## src/logic/mips_isa_pkg.sv

```systemverilog
package mips_isa_pkg;

  typedef logic [31:0] word_t;
  typedef logic [4:0]  reg_idx_t;
  typedef logic [5:0]  opcode_t;
  typedef logic [5:0]  funct_t;
  typedef logic [15:0] imm_t;

  // primary opcodes
  localparam opcode_t OP_RTYPE = 6'h00;
  localparam opcode_t OP_J     = 6'h02;
  localparam opcode_t OP_JAL   = 6'h03;
  localparam opcode_t OP_BEQ   = 6'h04;
  localparam opcode_t OP_BNE   = 6'h05;
  localparam opcode_t OP_ADDIU = 6'h09;
  localparam opcode_t OP_SLTI  = 6'h0a;
  localparam opcode_t OP_ANDI  = 6'h0c;
  localparam opcode_t OP_ORI   = 6'h0d;
  localparam opcode_t OP_XORI  = 6'h0e;
  localparam opcode_t OP_LUI   = 6'h0f;
  localparam opcode_t OP_LW    = 6'h23;
  localparam opcode_t OP_SW    = 6'h2b;

  // funct codes for r-type
  localparam funct_t FN_SLL  = 6'h00;
  localparam funct_t FN_SRL  = 6'h02;
  localparam funct_t FN_JR   = 6'h08;
  localparam funct_t FN_ADDU = 6'h21;
  localparam funct_t FN_SUBU = 6'h23;
  localparam funct_t FN_AND  = 6'h24;
  localparam funct_t FN_OR   = 6'h25;
  localparam funct_t FN_XOR  = 6'h26;
  localparam funct_t FN_SLT  = 6'h2a;
  localparam funct_t FN_SLTU = 6'h2b;

  // fixed register numbers
  localparam reg_idx_t REG_V0 = 5'd2;
  localparam reg_idx_t REG_RA = 5'd31;

  localparam word_t RESET_VECTOR = 32'hbfc0_0000;

endpackage

```

## src/logic/mips_ctrl_pkg.sv

```systemverilog
package mips_ctrl_pkg;

  typedef enum logic [2:0] {
    ST_HALTED,
    ST_FETCH,
    ST_DECODE,
    ST_EXECUTE,
    ST_MEMORY,
    ST_WRITEBACK
  } cpu_state_t;

  // op class chosen by the controller; EQ/NE are used by beq/bne
  typedef enum logic [3:0] {
    CLS_ADD,
    CLS_SUB,
    CLS_FUNCT,
    CLS_AND,
    CLS_OR,
    CLS_XOR,
    CLS_SLT,
    CLS_LUI,
    CLS_EQ,
    CLS_NE
  } alu_class_t;

  typedef enum logic [3:0] {
    ALU_ADD,
    ALU_SUB,
    ALU_AND,
    ALU_OR,
    ALU_XOR,
    ALU_SLT,
    ALU_SLTU,
    ALU_SLL,
    ALU_SRL,
    ALU_LUI,
    ALU_EQ,
    ALU_NE
  } alu_func_t;

  typedef enum logic [2:0] {
    SRCB_REG_B,
    SRCB_FOUR,
    SRCB_SIGN_IMM,
    SRCB_SIGN_IMM_X4,
    SRCB_ZERO_IMM
  } srcb_sel_t;

  typedef enum logic [1:0] {
    PC_ALU_RESULT,
    PC_BRANCH_TARGET,
    PC_JUMP_FIELD,
    PC_REG_A
  } pc_src_t;

  typedef enum logic [1:0] {
    DST_RT,
    DST_RD,
    DST_RA31
  } reg_dst_t;

endpackage

```

## src/logic/mips_cpu_instruction_reg.sv

```systemverilog
module mips_cpu_instruction_reg
  import mips_isa_pkg::*;
(
  input  logic        clk,
  input  logic        ir_write,
  input  word_t       memreaddata,
  output opcode_t     opcode,
  output reg_idx_t    rs,
  output reg_idx_t    rt,
  output reg_idx_t    rd,
  output logic [4:0]  shamt,
  output funct_t      funct,
  output imm_t        immediate,
  output logic [25:0] jump_field
);

  word_t instr;

  // captured in the cycle the fetch completes
  always_ff @(posedge clk) begin
    if (ir_write) begin
      instr <= memreaddata;
    end
  end

  assign opcode     = instr[31:26];
  assign rs         = instr[25:21];
  assign rt         = instr[20:16];
  assign rd         = instr[15:11];
  assign shamt      = instr[10:6];
  assign funct      = instr[5:0];
  assign immediate  = instr[15:0];
  assign jump_field = instr[25:0];

endmodule

```

## src/logic/mips_cpu_register_file.sv

```systemverilog
module mips_cpu_register_file
  import mips_isa_pkg::*;
(
  input  logic     clk,
  input  logic     reset,
  input  logic     write_enable,
  input  reg_idx_t read_reg_1,
  input  reg_idx_t read_reg_2,
  input  reg_idx_t write_reg,
  input  word_t    write_data,
  output word_t    read_data_1,
  output word_t    read_data_2,
  output word_t    read_data_v0
);

  word_t regs [32];

  always_ff @(posedge clk) begin
    if (reset) begin
      for (int i = 0; i < 32; i++) begin
        regs[i] <= '0;
      end
    end else if (write_enable && write_reg != '0) begin
      // $zero never changes
      regs[write_reg] <= write_data;
    end
  end

  assign read_data_1 = regs[read_reg_1];
  assign read_data_2 = regs[read_reg_2];

  // v0 tap for the result port
  assign read_data_v0 = regs[REG_V0];

endmodule

```

## src/logic/mips_cpu_alu.sv

```systemverilog
module mips_cpu_alu
  import mips_isa_pkg::*;
  import mips_ctrl_pkg::*;
(
  input  alu_func_t  alu_func,
  input  word_t      a,
  input  word_t      b,
  input  logic [4:0] shamt,
  output word_t      result,
  output logic       condition
);

  always_comb begin
    result    = '0;
    condition = 1'b0;
    case (alu_func)
      ALU_ADD: begin
        result = a + b;
      end
      ALU_SUB: begin
        result = a - b;
      end
      ALU_AND: begin
        result = a & b;
      end
      ALU_OR: begin
        result = a | b;
      end
      ALU_XOR: begin
        result = a ^ b;
      end
      ALU_SLT: begin
        result = {31'b0, $signed(a) < $signed(b)};
      end
      ALU_SLTU: begin
        result = {31'b0, a < b};
      end
      // shifts act on the rt operand
      ALU_SLL: begin
        result = b << shamt;
      end
      ALU_SRL: begin
        result = b >> shamt;
      end
      ALU_LUI: begin
        result = {b[15:0], 16'h0000};
      end
      ALU_EQ: begin
        result    = a - b;
        condition = (a == b);
      end
      ALU_NE: begin
        result    = a - b;
        condition = (a != b);
      end
      default: begin
        result = '0;
      end
    endcase
  end

endmodule

```

## src/logic/mips_cpu_alu_control.sv

```systemverilog
module mips_cpu_alu_control
  import mips_isa_pkg::*;
  import mips_ctrl_pkg::*;
(
  input  alu_class_t alu_class,
  input  funct_t     funct,
  output alu_func_t  alu_func
);

  always_comb begin
    case (alu_class)
      CLS_ADD: alu_func = ALU_ADD;
      CLS_SUB: alu_func = ALU_SUB;
      CLS_AND: alu_func = ALU_AND;
      CLS_OR:  alu_func = ALU_OR;
      CLS_XOR: alu_func = ALU_XOR;
      CLS_SLT: alu_func = ALU_SLT;
      CLS_LUI: alu_func = ALU_LUI;
      CLS_EQ:  alu_func = ALU_EQ;
      CLS_NE:  alu_func = ALU_NE;
      // r-type, pick from funct
      default: begin
        case (funct)
          FN_ADDU: alu_func = ALU_ADD;
          FN_SUBU: alu_func = ALU_SUB;
          FN_AND:  alu_func = ALU_AND;
          FN_OR:   alu_func = ALU_OR;
          FN_XOR:  alu_func = ALU_XOR;
          FN_SLT:  alu_func = ALU_SLT;
          FN_SLTU: alu_func = ALU_SLTU;
          FN_SLL:  alu_func = ALU_SLL;
          FN_SRL:  alu_func = ALU_SRL;
          default: alu_func = ALU_ADD;
        endcase
      end
    endcase
  end

endmodule

```

## src/logic/mips_cpu_controller.sv

```systemverilog
module mips_cpu_controller
  import mips_isa_pkg::*;
  import mips_ctrl_pkg::*;
(
  input  logic       clk,
  input  logic       reset,
  input  logic       waitrequest,
  input  logic       condition,
  input  opcode_t    opcode,
  input  funct_t     funct,
  input  logic       next_pc_zero,
  output cpu_state_t state,
  output logic       memread,
  output logic       memwrite,
  output logic       iord,
  output logic       ir_write,
  output logic       pc_write,
  output logic       branch_arm,
  output logic       reg_write,
  output logic       mem_to_reg,
  output logic       srca_reg,
  output logic       aluout_en,
  output srcb_sel_t  srcb_sel,
  output pc_src_t    pc_src,
  output reg_dst_t   reg_dst,
  output alu_class_t alu_class
);

  cpu_state_t next_state;
  cpu_state_t done_state;
  // low for the first cycle after reset so no request goes out during reset
  logic       run;

  always_ff @(posedge clk) begin
    if (reset) begin
      state <= ST_FETCH;
      run   <= 1'b0;
    end else begin
      state <= next_state;
      run   <= 1'b1;
    end
  end

  // instruction boundary, stop if the next fetch would be at 0
  assign done_state = next_pc_zero ? ST_HALTED : ST_FETCH;

  always_comb begin
    next_state = state;
    memread    = 1'b0;
    memwrite   = 1'b0;
    iord       = 1'b0;
    ir_write   = 1'b0;
    pc_write   = 1'b0;
    branch_arm = 1'b0;
    reg_write  = 1'b0;
    mem_to_reg = 1'b0;
    srca_reg   = 1'b0;
    aluout_en  = 1'b0;
    srcb_sel   = SRCB_REG_B;
    pc_src     = PC_ALU_RESULT;
    reg_dst    = DST_RT;
    alu_class  = CLS_ADD;
    case (state)
      ST_FETCH: begin
        // pc + 4 through the alu
        srcb_sel = SRCB_FOUR;
        if (run) begin
          memread  = 1'b1;
          ir_write = !waitrequest;
          pc_write = !waitrequest;
          if (!waitrequest) begin
            next_state = ST_DECODE;
          end
        end
      end
      ST_DECODE: begin
        aluout_en  = 1'b1;
        next_state = ST_EXECUTE;
        if (opcode == OP_J || opcode == OP_JAL) begin
          branch_arm = 1'b1;
          pc_src     = PC_JUMP_FIELD;
          // link address for jal
          srcb_sel   = SRCB_FOUR;
        end else begin
          srcb_sel = SRCB_SIGN_IMM_X4;
        end
      end
      ST_EXECUTE: begin
        srca_reg   = 1'b1;
        next_state = done_state;
        case (opcode)
          OP_RTYPE: begin
            if (funct == FN_JR) begin
              branch_arm = 1'b1;
              pc_src     = PC_REG_A;
            end else begin
              alu_class  = CLS_FUNCT;
              aluout_en  = 1'b1;
              next_state = ST_WRITEBACK;
            end
          end
          OP_ADDIU, OP_SLTI: begin
            srcb_sel   = SRCB_SIGN_IMM;
            alu_class  = (opcode == OP_SLTI) ? CLS_SLT : CLS_ADD;
            aluout_en  = 1'b1;
            next_state = ST_WRITEBACK;
          end
          OP_ANDI, OP_ORI, OP_XORI, OP_LUI: begin
            srcb_sel   = SRCB_ZERO_IMM;
            aluout_en  = 1'b1;
            next_state = ST_WRITEBACK;
            case (opcode)
              OP_ANDI: alu_class = CLS_AND;
              OP_ORI:  alu_class = CLS_OR;
              OP_XORI: alu_class = CLS_XOR;
              default: alu_class = CLS_LUI;
            endcase
          end
          OP_LW, OP_SW: begin
            // effective address
            srcb_sel   = SRCB_SIGN_IMM;
            aluout_en  = 1'b1;
            next_state = ST_MEMORY;
          end
          OP_BEQ, OP_BNE: begin
            alu_class  = (opcode == OP_BEQ) ? CLS_EQ : CLS_NE;
            pc_src     = PC_BRANCH_TARGET;
            branch_arm = condition;
          end
          OP_JAL: begin
            reg_write = 1'b1;
            reg_dst   = DST_RA31;
          end
          default: begin
            next_state = done_state;
          end
        endcase
      end
      ST_MEMORY: begin
        iord     = 1'b1;
        memread  = (opcode == OP_LW);
        memwrite = (opcode == OP_SW);
        if (!waitrequest) begin
          next_state = (opcode == OP_LW) ? ST_WRITEBACK : done_state;
        end
      end
      ST_WRITEBACK: begin
        reg_write  = 1'b1;
        mem_to_reg = (opcode == OP_LW);
        reg_dst    = (opcode == OP_RTYPE) ? DST_RD : DST_RT;
        next_state = done_state;
      end
      default: begin
        // halted until reset
        next_state = ST_HALTED;
      end
    endcase
  end

endmodule

```

## src/logic/mips_cpu_bus.sv

```systemverilog
module mips_cpu_bus
  import mips_isa_pkg::*;
  import mips_ctrl_pkg::*;
#(
  parameter word_t RESET_PC = RESET_VECTOR
) (
  input  logic       clk,
  input  logic       reset,
  output logic       active,
  output word_t      register_v0,
  output word_t      mem_address,
  output logic       memwrite,
  output logic       memread,
  input  logic       waitrequest,
  output word_t      memwritedata,
  output logic [3:0] byteenable,
  input  word_t      memreaddata
);

  // datapath registers
  word_t pc;
  word_t a_reg;
  word_t b_reg;
  word_t mdr;
  word_t alu_out;
  word_t pending_target;
  logic  pending_valid;

  word_t alu_result, srca, srcb, pc_mux, pc_next;
  word_t sign_imm, zero_imm, jump_target;
  word_t read_data_1, read_data_2, write_data;
  reg_idx_t write_reg;
  logic condition;

  // instruction fields
  opcode_t     opcode;
  reg_idx_t    rs, rt, rd;
  logic [4:0]  shamt;
  funct_t      funct;
  imm_t        immediate;
  logic [25:0] jump_field;

  // control
  cpu_state_t state;
  logic iord, ir_write, pc_write, branch_arm, reg_write, mem_to_reg;
  logic srca_reg, aluout_en;
  srcb_sel_t  srcb_sel;
  pc_src_t    pc_src;
  reg_dst_t   reg_dst;
  alu_class_t alu_class;
  alu_func_t  alu_func;

  assign active       = (state != ST_HALTED);
  assign byteenable   = 4'b1111;
  assign memwritedata = b_reg;
  assign mem_address  = iord ? alu_out : pc;

  assign sign_imm    = {{16{immediate[15]}}, immediate};
  assign zero_imm    = {16'h0000, immediate};
  assign jump_target = {pc[31:28], jump_field, 2'b00};

  assign srca = srca_reg ? a_reg : pc;

  always_comb begin
    case (srcb_sel)
      SRCB_FOUR:        srcb = 32'd4;
      SRCB_SIGN_IMM:    srcb = sign_imm;
      SRCB_SIGN_IMM_X4: srcb = {sign_imm[29:0], 2'b00};
      SRCB_ZERO_IMM:    srcb = zero_imm;
      default:          srcb = b_reg;
    endcase
  end

  always_comb begin
    case (pc_src)
      PC_BRANCH_TARGET: pc_mux = alu_out;
      PC_JUMP_FIELD:    pc_mux = jump_target;
      PC_REG_A:         pc_mux = a_reg;
      default:          pc_mux = alu_result;
    endcase
  end

  // an armed target replaces pc + 4 at the delay slot's fetch
  assign pc_next = pending_valid ? pending_target : pc_mux;

  always_comb begin
    case (reg_dst)
      DST_RD:   write_reg = rd;
      DST_RA31: write_reg = REG_RA;
      default:  write_reg = rt;
    endcase
  end

  assign write_data = mem_to_reg ? mdr : alu_out;

  always_ff @(posedge clk) begin
    if (reset) begin
      pc            <= RESET_PC;
      pending_valid <= 1'b0;
    end else begin
      if (pc_write) begin
        pc <= pc_next;
      end
      if (branch_arm) begin
        pending_valid <= 1'b1;
      end else if (pc_write) begin
        pending_valid <= 1'b0;
      end
    end
  end

  always_ff @(posedge clk) begin
    // operands taken while the instruction decodes
    if (state == ST_DECODE) begin
      a_reg <= read_data_1;
      b_reg <= read_data_2;
    end
    if (memread && !waitrequest) begin
      mdr <= memreaddata;
    end
    if (aluout_en) begin
      alu_out <= alu_result;
    end
    if (branch_arm) begin
      pending_target <= pc_mux;
    end
  end

  mips_cpu_controller controller_i (
    .clk          (clk),
    .reset        (reset),
    .waitrequest  (waitrequest),
    .condition    (condition),
    .opcode       (opcode),
    .funct        (funct),
    .next_pc_zero (pc == '0),
    .state        (state),
    .memread      (memread),
    .memwrite     (memwrite),
    .iord         (iord),
    .ir_write     (ir_write),
    .pc_write     (pc_write),
    .branch_arm   (branch_arm),
    .reg_write    (reg_write),
    .mem_to_reg   (mem_to_reg),
    .srca_reg     (srca_reg),
    .aluout_en    (aluout_en),
    .srcb_sel     (srcb_sel),
    .pc_src       (pc_src),
    .reg_dst      (reg_dst),
    .alu_class    (alu_class)
  );

  mips_cpu_instruction_reg instruction_reg_i (
    .clk         (clk),
    .ir_write    (ir_write),
    .memreaddata (memreaddata),
    .opcode      (opcode),
    .rs          (rs),
    .rt          (rt),
    .rd          (rd),
    .shamt       (shamt),
    .funct       (funct),
    .immediate   (immediate),
    .jump_field  (jump_field)
  );

  mips_cpu_register_file register_file_i (
    .clk          (clk),
    .reset        (reset),
    .write_enable (reg_write),
    .read_reg_1   (rs),
    .read_reg_2   (rt),
    .write_reg    (write_reg),
    .write_data   (write_data),
    .read_data_1  (read_data_1),
    .read_data_2  (read_data_2),
    .read_data_v0 (register_v0)
  );

  mips_cpu_alu_control alu_control_i (
    .alu_class (alu_class),
    .funct     (funct),
    .alu_func  (alu_func)
  );

  mips_cpu_alu alu_i (
    .alu_func  (alu_func),
    .a         (srca),
    .b         (srcb),
    .shamt     (shamt),
    .result    (alu_result),
    .condition (condition)
  );

endmodule

```

## config.mk

```make
export PLATFORM = sky130hd
export DESIGN_NAME = mips_cpu_bus
export DESIGN_NICKNAME = d
export VERILOG_FILES = /design/src/logic/mips_isa_pkg.sv /design/src/logic/mips_ctrl_pkg.sv /design/src/logic/mips_cpu_instruction_reg.sv /design/src/logic/mips_cpu_register_file.sv /design/src/logic/mips_cpu_alu.sv /design/src/logic/mips_cpu_alu_control.sv /design/src/logic/mips_cpu_controller.sv /design/src/logic/mips_cpu_bus.sv
export SDC_FILE = /design/constraint.sdc
export NUM_CORES = 2
export LEC_CHECK = 0
export BUFFER_PORTS_ARGS = -buffer_cell sky130_fd_sc_hd__buf_2
export CELL_PAD_IN_SITES_DETAIL_PLACEMENT = 1
export CELL_PAD_IN_SITES_GLOBAL_PLACEMENT = 2
export CORE_MARGIN = 4
export CORE_UTILIZATION = 47
export DETAILED_ROUTE_END_ITERATION = 16
export PLACE_DENSITY = 0.88
export SLEW_MARGIN = 20
export SYNTH_ARGS = -nofsm -noshare
export SYNTH_HDL_FRONTEND = slang
export SYNTH_HIERARCHICAL = 1
export SYNTH_SLANG_ARGS = --single-unit
```

## constraint.sdc

```tcl
create_clock -name clk -period 15.83 [get_ports clk]
set_input_delay 3.166 -clock clk [delete_from_list [all_inputs] [get_ports clk]]
set_output_delay 3.166 -clock clk [all_outputs]
set_load 0.05 [all_outputs]
```

==> summary.txt <==
Finish
  – Utilization after layout: 0.512
  – Largest register by flop count: register_file_i/regs
  – Max reg flops: 1024
  – Synth-to-Final Area Change: 8.46%
  – Share of post-route cells with drive strength above 1: 0.120
  – NumNets Final: 6692
  – Final Cell Area: 82100 µm²

Die
  – Die Ht: 409 µm
  – DIE AREA: 168000 µm²
  – Core area: 160000 µm²
  – Initial Util: 0.472
  – # rows: 147
  – I/O pins: 138
  – Die X: 409 µm

Routing
  – DRT Pass-1 Iters: 6
  – Final WL: 313000 µm
  – Post-DRT Antenna Nets: 0
  – Initial drt markers: 6324
  – DRC Markers: 0
  – Via density per instance: 6.63
  – DR WL/cell: 35.4 µm
  – Routed via count: 58617

STA
  – Slew @ Worst Pin: 1.25 ns
  – RSZ-0062 raised after global routing: false
  – Setup violators final: 0
  – Fin. Hold Viols: 0
  – Rel. slew slack: 0.157
  – Worst Skew: 0.0394 ns
  – Highest clock rate: 0.126 GHz
  – Final min period: 7.94 ns
  – Worst hold slack: 0.522 ns
  – Final period util: 0.502
  – Slew Viols, Final: 0
  – Setup TNS: 0 ns

Logic synthesis
  – Synth area leader: edfxtp_1
  – Cells after Synth: 6729
  – Synth unique cells: 113
  – Avg Inst Size Synth: 11.3 µm²
  – Ys flop type: edfxtp_1
  – Synth async-reset ratio: 0
  – Synth warn: 6
  – Synth cell count leaders: edfxtp_1, mux2i_1, and2_1, a21oi_1, nand2_1
  – Yosys top cell area share: 0.482
  – #FFs+latches synth: 1253
  – Top post-synthesis cells by area: edfxtp_1, mux2i_1, and2_1
  – Mapped cell area: 75700 µm²
  – Count leader, synth: edfxtp_1
  – EDFF count, synth: 1216
  – Sequential fraction of the synthesis area: 0.492

Clocking
  – Resized Gates After CTS: 0
  – CTS root buf: clkbuf_16
  – Clock Sinks: 1253
  – Worst-case clock buffer depth: 3
  – Clk slew on worst S/H paths: 0.06 ns
  – Postcts setup bufs: 0
  – H-tree levels: 4
  – Clock Latency Late Sink: 0.80 ns
  – Hold Buf Count CTS: 0
  – CTS tree: done
  – Clock buffer count from CTS: 142

Setup path
  – CP arrival: 8.62 ns
  – Crit Reg-Reg Startpoint: controller_i/state[2]
  – CP cell instances: nand2b_1, or2_2, nor3_1, and3_4, nor2_2, a22o_1, a221o_1, inv_1, ha_1, nand4_1, or3_1, o2111ai_1, nand2_1, o31ai_1, o41ai_1, mux2i_1, or4_1, mux4_2, nor2_1, nor3_1
  – Crit Path Max Fanout: 55
  – Slowest cell delay on critical path: 0.74 ns
  – CP Class: reg -> reg
  – FF-to-FF setup slack: 7.89 ns
  – Worst reg2reg endpoint: pc[24]
  – Worst setup EP type: flop
  – Worst path most repeated cell: nor3_1
  – R2R cell count: 20
  – Startpoint types: flop
  – Crit path required time: 16.51 ns
  – Slowest cell on the critical path: o2111ai_1

Power
  – Clock network power share: 0.385
  – Leakage: 32.2 nW
  – Switch Pwr: 2.39 mW
  – Final total power: 8.39 mW
  – Pwr dens: 102 nW/µm²
  – Sw Share: 0.285
  – Internal power: 6.00 mW
  – Max VDD drop: 0.0808 mV
  – Reg power frac: 0.459
  – Comb pwr share: 0.156

Hold path
  – Hold Crit Class: reg -> reg
  – Worst Hold End: pc[4]
  – Worst Hold Launch: pc[4]
  – Hold path cells: 2

Flow run
  – Max-cap violations: 0

GRT
  – First-pass GRT wire length: 442000 µm
  – Vias in the first global route: 60211
  – GRT Overall Usage: 0.363
  – Largest net degree at the start of global routing: 109
  – Total grt overflow: 0
  – Initial antenna violation count: 26

Outcome
  – Status: completed

Placed design
  – Placed instance area: 77600 µm²
  – Placer Congestion: 1.04
  – Buffers on Ports: 133
  – Placed wire-length estimate: 208000 µm
## layer usage
layer	vias up	part of all wire	wire length, µm	track usage
li1	24513	-	-	-
met3	713	0.085	26400	0.0700
met4	10	0.059	18400	0.188
met1	30299	0.39	121000	0.456
met5	-	0.00022	69	0
met2	3082	0.47	147000	0.595
## cells in the final DEF, fill, tap and decap left out, drive strengths merged, types with 117 or more instances in the layout
| master | count |
|---|---|
| nor2 | 238 |
| clkbuf | 184 |
| nand3 | 218 |
| nor3 | 135 |
| a22o | 157 |
| and2 | 1000 |
| inv | 122 |
| a21oi | 343 |
| buf | 297 |
| mux2 | 117 |
| a22oi | 219 |
| edfxtp | 1216 |
| nand2 | 332 |
| mux2i | 1121 |
## how the worst max path moves through the flow
| stage | depth (start not counted) | to | from | slack [ns] |
|---|---|---|---|---|
| floorplan | 7 | pc[10] | waitrequest | 9.72 |
| global route | 20 | pc[24] | controller_i/state[2] | 7.62 |
| CTS | 20 | pc[24] | controller_i/state[2] | 7.90 |
| global placement | 20 | pending_target[17] | controller_i/state[2] | 7.96 |
| detailed placement | 20 | pc[24] | controller_i/state[2] | 7.93 |
| finish | 20 | pc[24] | controller_i/state[2] | 7.89 |
## cells by family after synthesis
kind of cell | count (synthesis) | share of synthesized area
AND/OR/NAND/NOR | 2094 | 0.151
multiplexers | 1285 | 0.180
flip-flops | 1253 | 0.492
AO/OA/AOI/OAI | 1224 | 0.111
buffers and inverters | 762 | 0.0485
adder cells (fa/ha/maj) | 100 | 0.0167
XOR/XNOR | 9 | 0.00114
other | 2 | 0.0000992
## worst max-delay path, delay by kind of cell, from the launching register on
kind / cells / cell delay (ns)
AO/OA/AOI/OAI: 5 / 2.19
adder cells (fa/ha/maj): 1 / 0.46
buffers and inverters: 1 / 0.17
flip-flops: 1 / 0.42
multiplexers: 2 / 0.67
AND/OR/NAND/NOR: 11 / 3.85
## per-stage QoR
step / std cells / worst slack (ns)
after floorplan: 6763 / 9.72
after global placement: 8572 / 7.96
after detailed placement: 8573 / 7.93
after CTS: 8833 / 7.90
after global routing: 8833 / 7.62
final: 8843 / 7.89
## area by class of cell
| class | count | area [µm²] |
|---|---|---|
| antenna | 10 | 25.0 |
| clock buffer | 184 | 3800 |
| clock inverter | 76 | 684 |
| fill | 16735 | 78300 |
| inverter | 115 | 432 |
| multi-input combinational | 4748 | 35200 |
| sequential | 1253 | 37300 |
| tap | 2160 | 2700 |
| timing repair buffer | 297 | 2020 |
## power by group through the flow
| stage | registers [mW] | clock network, mW | logic (mW) |
|---|---|---|---|
| floorplan | 3.89 | 0 | 0.790 |
| global placement | 3.90 | 0 | 1.25 |
| detailed placement | 3.92 | 0 | 1.26 |
| CTS | 3.85 | 3.27 | 1.27 |
| global route | 3.86 | 3.42 | 1.36 |
| finish | 3.85 | 3.23 | 1.31 |
Note: power is estimated with default switching activity, not from simulation.
